`config.mk`:
```
export PLATFORM = sky130hd
export DESIGN_NAME = serial_fpga
export DESIGN_NICKNAME = d
export VERILOG_FILES = /design/src/common/hba_pkg.sv /design/src/serial_fpga/serial_fpga.sv /design/src/serial_fpga/uart_tx.sv /design/src/serial_fpga/uart_rx.sv
export VERILOG_INCLUDE_DIRS = /design/src /design/src/common
export SDC_FILE = /design/constraint.sdc
export NUM_CORES = 1
export LEC_CHECK = 0
export BUFFER_PORTS_ARGS = -buffer_cell sky130_fd_sc_hd__buf_2
export CORE_AREA = 2 2 106 108
export CTS_CLUSTER_SIZE = 24
export DETAILED_ROUTE_END_ITERATION = 12
export DIE_AREA = 0 0 108 110
export SYNTH_ARGS = -nofsm -noshare
export SYNTH_HDL_FRONTEND = slang
export SYNTH_SLANG_ARGS = --single-unit
export TNS_END_PERCENT = 5
```
`constraint.sdc`:
```
create_clock -name clk -period 4.65 [get_ports clk]
set_input_delay 0.2325 -clock clk [delete_from_list [all_inputs] [get_ports clk]]
set_output_delay 0.2325 -clock clk [all_outputs]
set_load 0.01 [all_outputs]
```
`src/common/hba_config.svh`:
```
`ifndef HBA_CONFIG_SVH
`define HBA_CONFIG_SVH

// System clock in Hz.
`define CLK_FREQUENCY 50_000_000
// Serial bit rate. Ten clocks per bit.
`define BAUD 5_000_000

// Bus data width.
`define DBUS_WIDTH 8
// Upper address field selects the peripheral.
`define PERIPH_ADDR_WIDTH 4
// Lower address field selects the register.
`define REG_ADDR_WIDTH 8
`define ADDR_WIDTH (`PERIPH_ADDR_WIDTH + `REG_ADDR_WIDTH)

// Slot of the serial master's own registers.
`define SERIAL_PERIPH_ADDR 0
// Slot of the GPIO block.
`define GPIO_PERIPH_ADDR 1
// Pins per GPIO vector.
`define GPIO_WIDTH 4

// Select cycles before the bus answers on its own.
`define XFER_TIMEOUT 15

`endif
```
`src/common/hba_pkg.sv`:
```
`include "hba_config.svh"

package hba_pkg;

    // Master side of the bus. All zero while the master is idle.
    typedef struct packed {
        logic                   select; // Transfer in progress.
        logic                   rnw;    // 1 reads, 0 writes.
        logic [`ADDR_WIDTH-1:0] abus;   // Peripheral then register.
        logic [`DBUS_WIDTH-1:0] dbus;   // Write data.
    } hba_req_t;

    // Slave side of the bus. Zero except in the ack cycle.
    typedef struct packed {
        logic                   xferack; // One cycle per transfer.
        logic [`DBUS_WIDTH-1:0] dbus;    // Read data.
    } hba_rsp_t;

    // Command assembled from the serial bytes.
    typedef struct packed {
        logic                          rnw;      // From header bit 7.
        logic [`PERIPH_ADDR_WIDTH-1:0] periph;   // From header bits 3:0.
        logic [`REG_ADDR_WIDTH-1:0]    reg_addr; // Second byte.
        logic [`DBUS_WIDTH-1:0]        wdata;    // Third byte, writes only.
    } serial_cmd_t;

endpackage

```
`src/serial_fpga/serial_fpga.sv`:
```
`timescale 1ns/1ps
`include "hba_config.svh"

module serial_fpga import hba_pkg::*; (
    input  logic     clk,
    input  logic     rst_n,
    input  logic     rxd,
    output logic     txd,
    output logic     intr,
    input  logic     slave_interrupt,
    output logic     mrequest,
    input  logic     mgrant,
    output hba_req_t req_master,
    input  hba_req_t req,
    input  hba_rsp_t rsp,
    output hba_rsp_t rsp_slave
);

    typedef enum logic [2:0] {S_HDR, S_REG, S_DATA, S_HOLD, S_REQ, S_XFER} state_t;

    localparam logic [`PERIPH_ADDR_WIDTH-1:0] SLOT =
        `PERIPH_ADDR_WIDTH'(`SERIAL_PERIPH_ADDR);

    state_t                    state;
    serial_cmd_t               cmd;
    logic [7:0]                rx_data;
    logic                      rx_valid;
    logic [7:0]                tx_data;  // Reply byte.
    logic                      tx_load;  // One-cycle strobe.
    logic                      tx_busy;
    logic [`DBUS_WIDTH-1:0]    int_en;   // Slave reg 0.
    logic [`DBUS_WIDTH-1:0]    pending;  // Slave reg 1. Bit n follows slot n.
    logic                      sel_me;
    logic [`REG_ADDR_WIDTH-1:0] reg_sel;

    uart_rx uart_rx_inst (.clk, .rst_n, .rxd, .data(rx_data), .valid(rx_valid));
    uart_tx uart_tx_inst (.clk, .rst_n, .data(tx_data), .load(tx_load), .txd, .busy(tx_busy));

    // Parser and bus master.
    always_ff @(posedge clk or negedge rst_n) begin
        if (!rst_n) begin
            state   <= S_HDR;
            tx_load <= 1'b0;
        end else begin
            tx_load <= 1'b0;
            case (state)
                S_HDR: if (rx_valid) state <= S_REG;
                S_REG: if (rx_valid) state <= cmd.rnw ? S_HOLD : S_DATA;
                S_DATA: if (rx_valid) state <= S_HOLD;
                S_HOLD: if (!tx_busy) state <= S_REQ; // Previous reply still going.
                S_REQ: if (mgrant) state <= S_XFER;
                S_XFER: begin
                    if (rsp.xferack) begin
                        tx_load <= 1'b1; // Write ack carries 00, timeout FF.
                        state   <= S_HDR;
                    end
                end
                default: state <= S_HDR;
            endcase
        end
    end

    // Command and reply bytes are payload.
    always_ff @(posedge clk) begin
        if (rx_valid) begin
            case (state)
                S_HDR: begin
                    cmd.rnw    <= rx_data[7];
                    cmd.periph <= rx_data[`PERIPH_ADDR_WIDTH-1:0];
                    cmd.wdata  <= '0; // Reads drive no data.
                end
                S_REG: cmd.reg_addr <= rx_data;
                S_DATA: cmd.wdata <= rx_data;
                default: ; // Bytes while busy are dropped.
            endcase
        end
        if (state == S_XFER && rsp.xferack)
            tx_data <= rsp.dbus;
    end

    assign mrequest = (state == S_REQ) || (state == S_XFER);

    // Zero unless a transfer is running.
    always_comb begin
        req_master = '0;
        if (state == S_XFER) begin
            req_master.select = 1'b1;
            req_master.rnw    = cmd.rnw;
            req_master.abus   = {cmd.periph, cmd.reg_addr};
            req_master.dbus   = cmd.wdata;
        end
    end

    // Own register slot.
    assign sel_me  = req.select && (req.abus[`ADDR_WIDTH-1:`REG_ADDR_WIDTH] == SLOT);
    assign reg_sel = req.abus[`REG_ADDR_WIDTH-1:0];
    assign pending = `DBUS_WIDTH'(slave_interrupt) << `GPIO_PERIPH_ADDR;

    always_ff @(posedge clk or negedge rst_n) begin
        if (!rst_n) begin
            int_en    <= '0;
            rsp_slave <= '0;
        end else begin
            rsp_slave <= '0; // Ack lasts one cycle.
            if (sel_me && !rsp_slave.xferack) begin
                rsp_slave.xferack <= 1'b1;
                if (req.rnw) begin
                    case (reg_sel)
                        8'd0: rsp_slave.dbus <= int_en;
                        8'd1: rsp_slave.dbus <= pending;
                        default: rsp_slave.dbus <= '0;
                    endcase
                end else if (reg_sel == 8'd0) begin
                    int_en <= req.dbus;
                end
            end
        end
    end

    assign intr = |(int_en & pending); // Enabled slot interrupts.

endmodule

```
`src/serial_fpga/uart_tx.sv`:
```
`timescale 1ns/1ps
`include "hba_config.svh"

module uart_tx (
    input  logic       clk,
    input  logic       rst_n,
    input  logic [7:0] data,
    input  logic       load,
    output logic       txd,
    output logic       busy
);

    localparam int BIT_CLKS = `CLK_FREQUENCY / `BAUD;
    localparam int CNT_W    = $clog2(BIT_CLKS);
    localparam logic [CNT_W-1:0] BIT_LAST = CNT_W'(BIT_CLKS - 1);

    logic [9:0]       shift;   // Stop, data, start. LSB goes out first.
    logic [CNT_W-1:0] clk_cnt; // Clocks left in current bit.
    logic [3:0]       bit_cnt; // Bits already sent.

    always_ff @(posedge clk or negedge rst_n) begin
        if (!rst_n) begin
            shift   <= '1; // Idle line high.
            busy    <= 1'b0;
            clk_cnt <= '0;
            bit_cnt <= '0;
        end else if (load && !busy) begin
            shift   <= {1'b1, data, 1'b0}; // Framed byte.
            busy    <= 1'b1;
            clk_cnt <= BIT_LAST;
            bit_cnt <= '0;
        end else if (busy) begin
            if (clk_cnt != '0) begin
                clk_cnt <= clk_cnt - 1'b1;
            end else begin
                clk_cnt <= BIT_LAST;
                shift   <= {1'b1, shift[9:1]}; // Back-fill with idle level.
                if (bit_cnt == 4'd9)
                    busy <= 1'b0; // Stop bit done.
                else
                    bit_cnt <= bit_cnt + 1'b1;
            end
        end
    end

    assign txd = shift[0];

endmodule

```
`src/serial_fpga/uart_rx.sv`:
```
`timescale 1ns/1ps
`include "hba_config.svh"

module uart_rx (
    input  logic       clk,
    input  logic       rst_n,
    input  logic       rxd,
    output logic [7:0] data,
    output logic       valid
);

    localparam int BIT_CLKS = `CLK_FREQUENCY / `BAUD;
    localparam int CNT_W    = $clog2(BIT_CLKS);
    localparam logic [CNT_W-1:0] BIT_LAST  = CNT_W'(BIT_CLKS - 1);
    localparam logic [CNT_W-1:0] HALF_LAST = CNT_W'(BIT_CLKS / 2 - 1);

    logic [1:0]       rxd_sync; // Two-flop synchronizer.
    logic             busy;     // Inside a frame.
    logic [CNT_W-1:0] clk_cnt;  // Clocks to next sample point.
    logic [3:0]       bit_cnt;  // 0 start, 1..8 data, 9 stop.
    logic [7:0]       shift;

    always_ff @(posedge clk or negedge rst_n) begin
        if (!rst_n) begin
            rxd_sync <= 2'b11; // Line idles high.
            busy     <= 1'b0;
            clk_cnt  <= '0;
            bit_cnt  <= '0;
            valid    <= 1'b0;
        end else begin
            rxd_sync <= {rxd_sync[0], rxd};
            valid    <= 1'b0;
            if (!busy) begin
                if (!rxd_sync[1]) begin // Start edge.
                    busy    <= 1'b1;
                    clk_cnt <= HALF_LAST; // First sample mid start bit.
                    bit_cnt <= '0;
                end
            end else if (clk_cnt != '0) begin
                clk_cnt <= clk_cnt - 1'b1;
            end else begin
                clk_cnt <= BIT_LAST;
                bit_cnt <= bit_cnt + 1'b1;
                if (bit_cnt == 4'd0) begin
                    if (rxd_sync[1]) busy <= 1'b0; // Glitch, not a start bit.
                end else if (bit_cnt == 4'd9) begin
                    busy  <= 1'b0;
                    valid <= rxd_sync[1]; // Bad stop bit drops the byte.
                end
            end
        end
    end

    // Data bits arrive LSB first.
    always_ff @(posedge clk) begin
        if (busy && clk_cnt == '0 && bit_cnt != 4'd0 && bit_cnt != 4'd9)
            shift <= {rxd_sync[1], shift[7:1]};
    end

    assign data = shift;

endmodule

```
==> results of run 1 <==
placed cells by master (no fill, tap or decap), types with 2 or more instances in the layout:
master | synthesis | final
edfxtp_1 | 37 | 37
nand2_1 | 19 | 19
dfrtp_1 | 40 | 40
nor4_1 | 2 | 2
a31oi_1 | 2 | 2
nor2b_1 | 6 | 6
clkbuf_8 | 0 | 9
o31ai_1 | 2 | 2
nor3b_1 | 3 | 3
nor3_1 | 16 | 16
o21ai_0 | 10 | 10
and4bb_2 | 2 | 2
nand3_1 | 2 | 2
nor4bb_1 | 2 | 2
ha_1 | 8 | 8
a22o_1 | 6 | 6
a311oi_1 | 2 | 2
buf_2 | 3 | 69
nand4_1 | 3 | 3
buf_4 | 1 | 2
o211ai_1 | 2 | 2
nor4b_1 | 3 | 3
a21o_1 | 7 | 7
a21oi_1 | 4 | 4
and3_1 | 22 | 22
nor2_1 | 11 | 11
mux2_2 | 8 | 8
mux2i_1 | 8 | 8
nand2b_1 | 8 | 8
inv_1 | 17 | 17
and2_1 | 11 | 11
clkbuf_16 | 0 | 2
dfstp_2 | 11 | 11
metal layers:
layer / up-vias / wire length, um / track usage
met2: 46 / 3340 / 0.199
met1: 1200 / 3210 / 0.169
met5: - / 0 / 0
met3: 10 / 265 / 0.0341
met4: 0 / 114 / 0.0540
li1: 1213 / - / -
registers in the layout, indices dropped and copies added (netlist names):
| register | cells |
|---|---|
| cmd | 21 |
| int_en | 8 |
| rsp_slave | 9 |
| state | 3 |
| tx_data | 8 |
| tx_load | 1 |
| uart_rx_inst.bit_cnt | 4 |
| uart_rx_inst.busy | 1 |
| uart_rx_inst.clk_cnt | 4 |
| uart_rx_inst.data | 8 |
| uart_rx_inst.rxd_sync | 2 |
| uart_rx_inst.valid | 1 |
| uart_tx_inst.bit_cnt | 4 |
| uart_tx_inst.busy | 1 |
| uart_tx_inst.clk_cnt | 4 |
| uart_tx_inst.shift | 9 |
cell families after synthesis:
| logic type | count (synthesis) |
|---|---|
| AO/OA/AOI/OAI | 42 |
| XOR/XNOR | 1 |
| adder cells (fa/ha/maj) | 8 |
| buffers and inverters | 30 |
| flip-flops | 88 |
| multiplexers | 16 |
| AND/OR/NAND/NOR | 115 |
power by group through the flow:
stage,logic [mW],registers (mW),clock network [mW]
3_5_place_dp,0.490,1.14,0
4_1_cts,0.493,1.13,0.541
3_3_place_gp,0.471,1.14,0
2_1_floorplan,0.431,1.06,0
6_report,0.486,1.13,0.522
5_1_grt,0.562,1.16,0.583
per-stage QoR:
stage	instance area, um^2	setup slack, ns
after global routing	4450	2.28
final	4450	2.42
after global placement	4240	2.51
after CTS	4450	2.42
after detailed placement	4240	2.44
after floorplan	3770	2.90
what timing repair did:
| action | CTS | global route |
|---|---|---|
| buffers inserted | 0 | 0 |
| setup endpoints to repair | 0 | 0 |
| hold endpoints to repair | 1 | 0 |
| hold buffers | 1 | 0 |
worst paths after layout:
| kind | startpoint | end | slack (ns) | cells after the start |
|---|---|---|---|---|
| worst max-delay path | state[0]$_DFFE_PN0P_ | cmd[8]$_DFFE_PP_ | 2.42 | 1 |
| worst min register to register | uart_rx_inst.rxd_sync[0]$_DFF_PN1_ | uart_rx_inst.rxd_sync[1]$_DFF_PN1_ | 0.36 | 0 |
| worst max register to register | state[0]$_DFFE_PN0P_ | cmd[8]$_DFFE_PP_ | 2.42 | 1 |
| worst min-delay path | rst_n | int_en[1]$_DFFE_PN0P_ | -0.008 | 2 |
| max in group asynchronous | rst_n | uart_rx_inst.bit_cnt[0]$_DFFE_PN0P_ | 4.23 | 2 |
| min in group clk | rsp[4] | tx_data[4]$_DFFE_PP_ | 0.05 | 1 |
final cells by class:
type	instances	area, um^2	share of cell area
repair buffers	72	370	0.0832
clock buffers	13	183	0.0410
inverters	17	63.8	0.0143
flip-flops and latches	88	2400	0.539
multi-input cells	182	1240	0.278
clock inverters	3	20.0	0.00450
well taps	140	175	0.0393
==> results.ini, run 1 <==
[logic_synthesis]
ys_warn_count = 0
ys_seq_area_frac = 0.637
syn_avg_cell_area_um2 = 12.6
synthMuxAreaShare = 0.0451
synth_area_um2 = 3770
synth_top_family_by_area = simple AND/OR/NAND/NOR gates
synthCells = 300
synth_area_leader_cell = edfxtp_1
synth.area.top_cells = edfxtp_1 (29%), dfrtp_1 (27%), dfstp_2 (7.7%), and3_1 (3.7%), ha_1 (2.7%)
yosysMostFrequentCell = dfrtp_1
synth_compound_area_frac = 0.0773
syn_nets = 344
yosys_register_bits = 88
synth_edf_count = 37
yosys-top-cells-count = dfrtp_1 (40), edfxtp_1 (37), and3_1 (22)
synth_top_area_share = 0.295
ys_types = 47
synth_ff_type = dfrtp_1
synth_xor_area_frac = 0.00232
synth-adder-area-share = 0.0266
async_flop_share = 0.580
synth-simple-area-share = 0.178

[worst_setup_path]
cp_num_buf_inv = 0
crit_chain = nor3b_1
cp_top_family = simple AND/OR/NAND/NOR gates
critical_path.max_fanout = 35
critical_path_class = flop to flop
endpoint_kind = flop
cp.arrival_ns = 2.20
cpPeakStageDelay_ns = 0.96
cp_slowest_cell = nor3b_1
required_ns = 4.62
start_kind = flop

[outcome]
run_status = complete, but fails checks
violations = negative hold slack

[finish]
diodes = 0
fin_util = 0.416
syn2layout_area_growth_pct = 18.1
nets = 414
layout-drive-gt1-share = 0.293
nFillCells = 1032
instances_no_fill = 515

[clock_tree]
clk_pin_slew_ns = 0.08
htreeDepth = 3
clock-root-buffer = clkbuf_8
cts_tree = built
clk_path_buf_depth = 2
clock_latency_ns = 0.36
ctsResizeCount = 0
clock_sinks = 88
cts_buffers = 9

[detailed_routing]
wire_per_inst_um = 13.5
drc = 0
ant_nets = 0
firstDrtPassIters = 4
routed-via-count = 2469
via_per_inst = 4.79
drtIter0Drc = 125
wl_mm = 6.93

[placement]
dp.cells = 498
finalWeightedCongestion = 0.759
hpwl_mm = 4.83
io_buffers = 69

[floorplanning]
start_util = 0.352
core_um2 = 10700
die_w_um = 108
io_pins = 70
die_y_um = 110
die_area_um2 = 11900
num_rows = 38

[power]
ir_drop_mv = 0.213
power.leakage_nw = 2.05
sequentialPowerShare = 0.529
comb_power_share = 0.227
intPower_mw = 1.48
p_switching_mw = 0.661
switching_share = 0.309
powerDensity_nw_per_um2 = 480
p_total_mw = 2.14
p_clk_frac = 0.244

[sta]
setup_viol = 0
fin_worst_skew_ns = 0.0128
slew_violations = 0
hold_viol = 16
max_freq_mhz = 449
tightest_slew_ns = 1.09
period_needed_ns = 2.23
fin_tns_setup_ns = 0
maxSlewHeadroom = 0.269
finalCritPeriodShare = 0.479
whs_ns = -0.00750
rsz0062_at_grt = no

[global_route]
grt_overflow = 0
antenna_found_initial = 0
grt_max_degree = 52
grt_pass1_wl_mm = 11.7
grt_pass1_vias = 2351
grt_usage = 0.128

[job]
cap_violations = 0

[hold_path]
min_path_type = input port to async pin

(Power assumes the default switching activity.)
==> run 2: changes to the inputs <==
==> constraint.sdc (replaced) <==
create_clock -name clk -period 2.25 [get_ports clk]
set_input_delay 0.1125 -clock clk [delete_from_list [all_inputs] [get_ports clk]]
set_output_delay 0.1125 -clock clk [all_outputs]
set_load 0.01 [all_outputs]
==> results.ini, run 2 (synthesis results as in run 1) <==
[outcome]
run_status = finished, final reports clean

[detailed_routing]
drc = 0
routed-via-count = 2575
wire_per_inst_um = 13.4
ant_nets = 0
wl_mm = 7.19
via_per_inst = 4.79
firstDrtPassIters = 4
drtIter0Drc = 124

[clock_tree]
cts_tree = built
clock_sinks = 88
ctsResizeCount = 0
clk_pin_slew_ns = 0.08
htreeDepth = 3
cts_buffers = 9
clock-root-buffer = clkbuf_8
clk_path_buf_depth = 2
clock_latency_ns = 0.36

[power]
powerDensity_nw_per_um2 = 974
power.leakage_nw = 2.15
ir_drop_mv = 0.372
p_total_mw = 4.56

[worst_setup_path]
r2r-end = cmd[19]$_DFFE_PP_
cp.arrival_ns = 1.66
cpPeakStageDelay_ns = 0.52
crit_chain = nor2b_1, buf_4, and3_1, buf_2
reg2regPathDepth = 2
r2r-start = state[0]$_DFFE_PN0P_
r2r_slack_ns = 0.50
start_kind = flop
endpoint_kind = output port
required_ns = 2.14
cp_slowest_cell = dfrtp_1
critical_path.max_fanout = 24
critical_path_class = flop to output port

[hold_path]
min_from = req[20]
min_path_type = input port to flop
min_path_cells = 2
whs_endpoint = rsp_slave[1]$_DFF_PN0_

[global_route]
grt_pass1_vias = 2575
grt_max_degree = 25
antenna_found_initial = 0
top_usage_layer = met2
grt_pass1_wl_mm = 12.5
grt_usage = 0.136
met2_usage = 0.208
grt_overflow = 0
use_met3 = 0.0353
use_met1 = 0.181

[sta]
hold_viol = 0
max_freq_mhz = 563
maxSlewHeadroom = 0.545
fin_worst_skew_ns = 0.00876
rsz0062_at_grt = no
period_needed_ns = 1.77
finalCritPeriodShare = 0.789
tightest_slew_ns = 0.677
fin_tns_setup_ns = 0
slew_violations = 0
setup_viol = 0

[finish]
layout_common_cells = buf_2 (69), dfrtp_1 (40), edfxtp_1 (37)
reg_top3 = cmd: 21 flops, rsp_slave: 9 flops, uart_tx_inst.shift: 9 flops
largest-register = cmd
syn2layout_area_growth_pct = 24.0
nets = 437
instances_no_fill = 538
layout_commonest_cell = buf_2
largest_register_ffs = 21
diodes = 0
layout-drive-gt1-share = 0.291
final_area_um2 = 4680

[placement]
finalWeightedCongestion = 0.786
hpwl_mm = 5.10
placed_cell_area_um2 = 4290
dp.cells = 504
io_buffers = 69

[floorplanning]
io_pins = 70
core_um2 = 10700
die_y_um = 110
die_area_um2 = 11900
start_util = 0.352
die_w_um = 108
num_rows = 38

[job]
cap_violations = 0

[run 2: cell types whose count changed in the layout (fill, tap and decap cells not counted), sizes merged]
cell and change:
clkinvlp +1, bufinv +2, dlygate4sd3 +17, buf +6, clkbuf -4, inv -2
clkinv +3
[run 2: per-stage QoR]
| step | hold WS (ns) | setup slack (ns) | util |
|---|---|---|---|
| 3_5_place_dp | 0.0382 | 0.493 | 0.401 |
| 4_1_cts | 0.0235 | 0.468 | 0.437 |
| 5_1_grt | 0.0429 | 0.310 | 0.437 |
| 6_report | 0.0470 | 0.475 | 0.437 |
| 2_1_floorplan | -0.183 | 0.503 | - |
| 3_3_place_gp | 0.0349 | 0.577 | 0.401 |
[run 2: worst max-delay path by stage]
| stage | start | end | slack (ns) | cells past startpoint |
|---|---|---|---|---|
| 2_1_floorplan | state[2]$_DFFE_PN0P_ | cmd[10]$_DFFE_PP_ | 0.50 | 3 |
| 3_3_place_gp | state[0]$_DFFE_PN0P_ | state[0]$_DFFE_PN0P_ | 0.58 | 3 |
| 3_5_place_dp | state[0]$_DFFE_PN0P_ | cmd[17]$_DFFE_PP_ | 0.49 | 2 |
| 4_1_cts | state[2]$_DFFE_PN0P_ | req_master[18] | 0.47 | 4 |
| 5_1_grt | state[2]$_DFFE_PN0P_ | req_master[20] | 0.31 | 4 |
| 6_report | state[1]$_DFFE_PN0P_ | req_master[20] | 0.48 | 4 |
[run 2: timing repair]
action	in CTS	in global routing
hold buffers	18	0
endpoints found under the hold margin	30	0
setup buffers	0	0
[run 2: area by class of cell]
type | count | area [um^2]
Clock buffer | 9 | 124
Clock inverter | 7 | 86.3
Fill cell | 984 | 6020
Inverter | 17 | 63.8
Multi-Input combinational cell | 182 | 1240
Sequential cell | 88 | 2400
Tap cell | 140 | 175
Timing Repair Buffer | 95 | 586
[run 2: worst max-delay path, delay by kind of cell, from the launching register on]
family | cells | cell delay (ns)
DFF | 1 | 0.52
and+or+nand+nor | 2 | 0.40
buffers and inverters | 2 | 0.38
[run 2: power by group]
part           total [mW]  switching, mW  internal (mW)  leakage (nW)
Combinational        1.09          0.541          0.551          1.08
Clock                1.15          0.537          0.615         0.106
Sequential           2.31          0.306           2.01         0.970
Total                4.56           1.38           3.17          2.15
[run 2: metal layers]
layer  up-vias  part of all wire
met3        14             0.041
met2        46              0.47
met4         0             0.021
met5         -                 0
li1       1264                 -
met1      1251              0.47
==> run 3: changes to the inputs <==
==> constraint.sdc (replaced) <==
create_clock -name clk -period 1.7 [get_ports clk]
set_input_delay 0.085 -clock clk [delete_from_list [all_inputs] [get_ports clk]]
set_output_delay 0.085 -clock clk [all_outputs]
set_load 0.01 [all_outputs]
==> results.ini, run 3 (synthesis results as in run 1) <==
[global_route]
grt_usage = 0.131
grt_overflow = 0
grt_max_degree = 52
grt_pass1_vias = 2593
grt_pass1_wl_mm = 12.0
antenna_found_initial = 0

[finish]
nFillCells = 992
largest_register_ffs = 21
nets = 445
diodes = 0
syn2layout_area_growth_pct = 27.4
reg_top3 = cmd: 21 flops, rsp_slave: 9 flops, uart_tx_inst.shift: 9 flops
largest-register = cmd
layout_commonest_cell = buf_2
layout-drive-gt1-share = 0.318
layout_common_cells = buf_2 (69), dfrtp_1 (39), edfxtp_1 (37)

[clock_tree]
cts_buffers = 9
clock_latency_ns = 0.36
clk_pin_slew_ns = 0.08
clk_path_buf_depth = 2
clock-root-buffer = clkbuf_8
clock_sinks = 88
htreeDepth = 3
cts_tree = built

[power]
p_total_mw = 6.26
powerDensity_nw_per_um2 = 1300
intPower_mw = 4.38
p_switching_mw = 1.89
p_clk_frac = 0.265
comb_power_share = 0.260
switching_share = 0.301
sequentialPowerShare = 0.475
power.leakage_nw = 2.21
ir_drop_mv = 0.519

[hold_path]
whs_endpoint = rsp_slave[8]$_DFF_PN0_
min_from = req[18]
min_path_type = input port to flop
min_path_cells = 3

[worst_setup_path]
start_kind = flop
required_ns = 1.95
critical_path_class = flop to flop
cp_slowest_cell = or4_4
endpoint_kind = flop
critical_path.max_fanout = 8
cpPeakStageDelay_ns = 0.49
r2r_slack_ns = 0.06
cp_num_buf_inv = 1
cp_top_family = simple AND/OR/NAND/NOR gates
crit_chain = buf_4, nor4b_1, or4_4, o31a_1
reg2regPathDepth = 4
r2r-start = state[2]$_DFFE_PN0P_
cp-startpoint = state[2]$_DFFE_PN0P_
r2r-end = state[0]$_DFFE_PN0P_
cp.arrival_ns = 1.88

[sta]
slew_violations = 0
maxSlewHeadroom = 0.695
tightest_slew_ns = 0.456
finalCritPeriodShare = 0.963
fin_tns_setup_ns = 0
rsz0062_at_grt = no
period_needed_ns = 1.64
hold_viol = 0
setup_viol = 0
max_freq_mhz = 611
fin_worst_skew_ns = 0.00862

[detailed_routing]
firstDrtPassIters = 4
via_per_inst = 4.79
wl_mm = 7.27
ant_nets = 0
wire_per_inst_um = 13.3
routed-via-count = 2616
drtIter0Drc = 123
drc = 0

[outcome]
run_status = finished, final reports clean

[floorplanning]
die_y_um = 110
num_rows = 38
start_util = 0.352
die_w_um = 108
die_area_um2 = 11900
io_pins = 70
core_um2 = 10700

[placement]
finalWeightedCongestion = 0.790
hpwl_mm = 4.95
io_buffers = 69

[job]
cap_violations = 0

==> run 3: metrics by stage <==
step,util,cells,area (um^2),setup WS (ns),hold WS (ns)
finish,0.449,546,4800,0.0621,0.0246
global route,0.449,546,4800,0.0303,0.0168
CTS,0.447,545,4780,0.0162,0.00390
detailed placement,0.406,510,4350,0.0978,0.101
global placement,0.406,510,4350,0.129,0.0982
floorplan,-,300,3770,0.0916,-0.211
==> run 3: power groups by stage <==
stage          Clock [mW]  Sequential [mW]  Combinational [mW]
6_report             1.66             2.98                1.63
5_1_grt              1.80             3.04                1.85
4_1_cts              1.71             2.98                1.60
3_5_place_dp            0             3.02                1.56
3_3_place_gp            0             3.00                1.51
2_1_floorplan           0             2.91                1.18
==> run 3: repair_timing <==
item | CTS | global route
hold buffers | 19 | 0
setup buffers | 0 | 1
setup endpoints to repair | 15 | 33
gates cloned | 0 | 0
hold endpoints to repair | 69 | 0
gates resized for setup | 1 | 5
==> run 3: worst max-delay path by stage <==
stage	to	slack, ns	cells after the start
after floorplan	uart_rx_inst.data[0]$_DFFE_PP_	0.09	4
after global routing	state[0]$_DFFE_PN0P_	0.03	4
after CTS	req_master[16]	0.02	4
final	state[0]$_DFFE_PN0P_	0.06	4
after global placement	int_en[7]$_DFFE_PN0P_	0.13	3
after detailed placement	int_en[5]$_DFFE_PN0P_	0.1	3
==> run 3: routing by layer <==
metal  vias to the layer above  routed length [um]  GRT usage  share of wire
met1                      1276                3350      0.170           0.46
met5                         -                   0          0              0
met2                        41                3510      0.205           0.48
li1                       1286                   -          -              -
met4                         0                 158     0.0668          0.022
met3                        13                 254     0.0317          0.035
==> run 3: worst min-delay path, cell delays in order <==
cell,delay (ns)
buf_2,0.07
nor4_1,0.05
and2_1,0.13
==> run 3: cell type report <==
class                   instances  area, um^2  area share
multi-input cells             182        1260       0.262
inverters                      17        63.8      0.0133
repair buffers                103         664       0.138
well taps                     140         175      0.0365
flip-flops and latches         88        2400       0.500
clock buffers                  10         149      0.0310
clock inverters                 6        88.8      0.0185
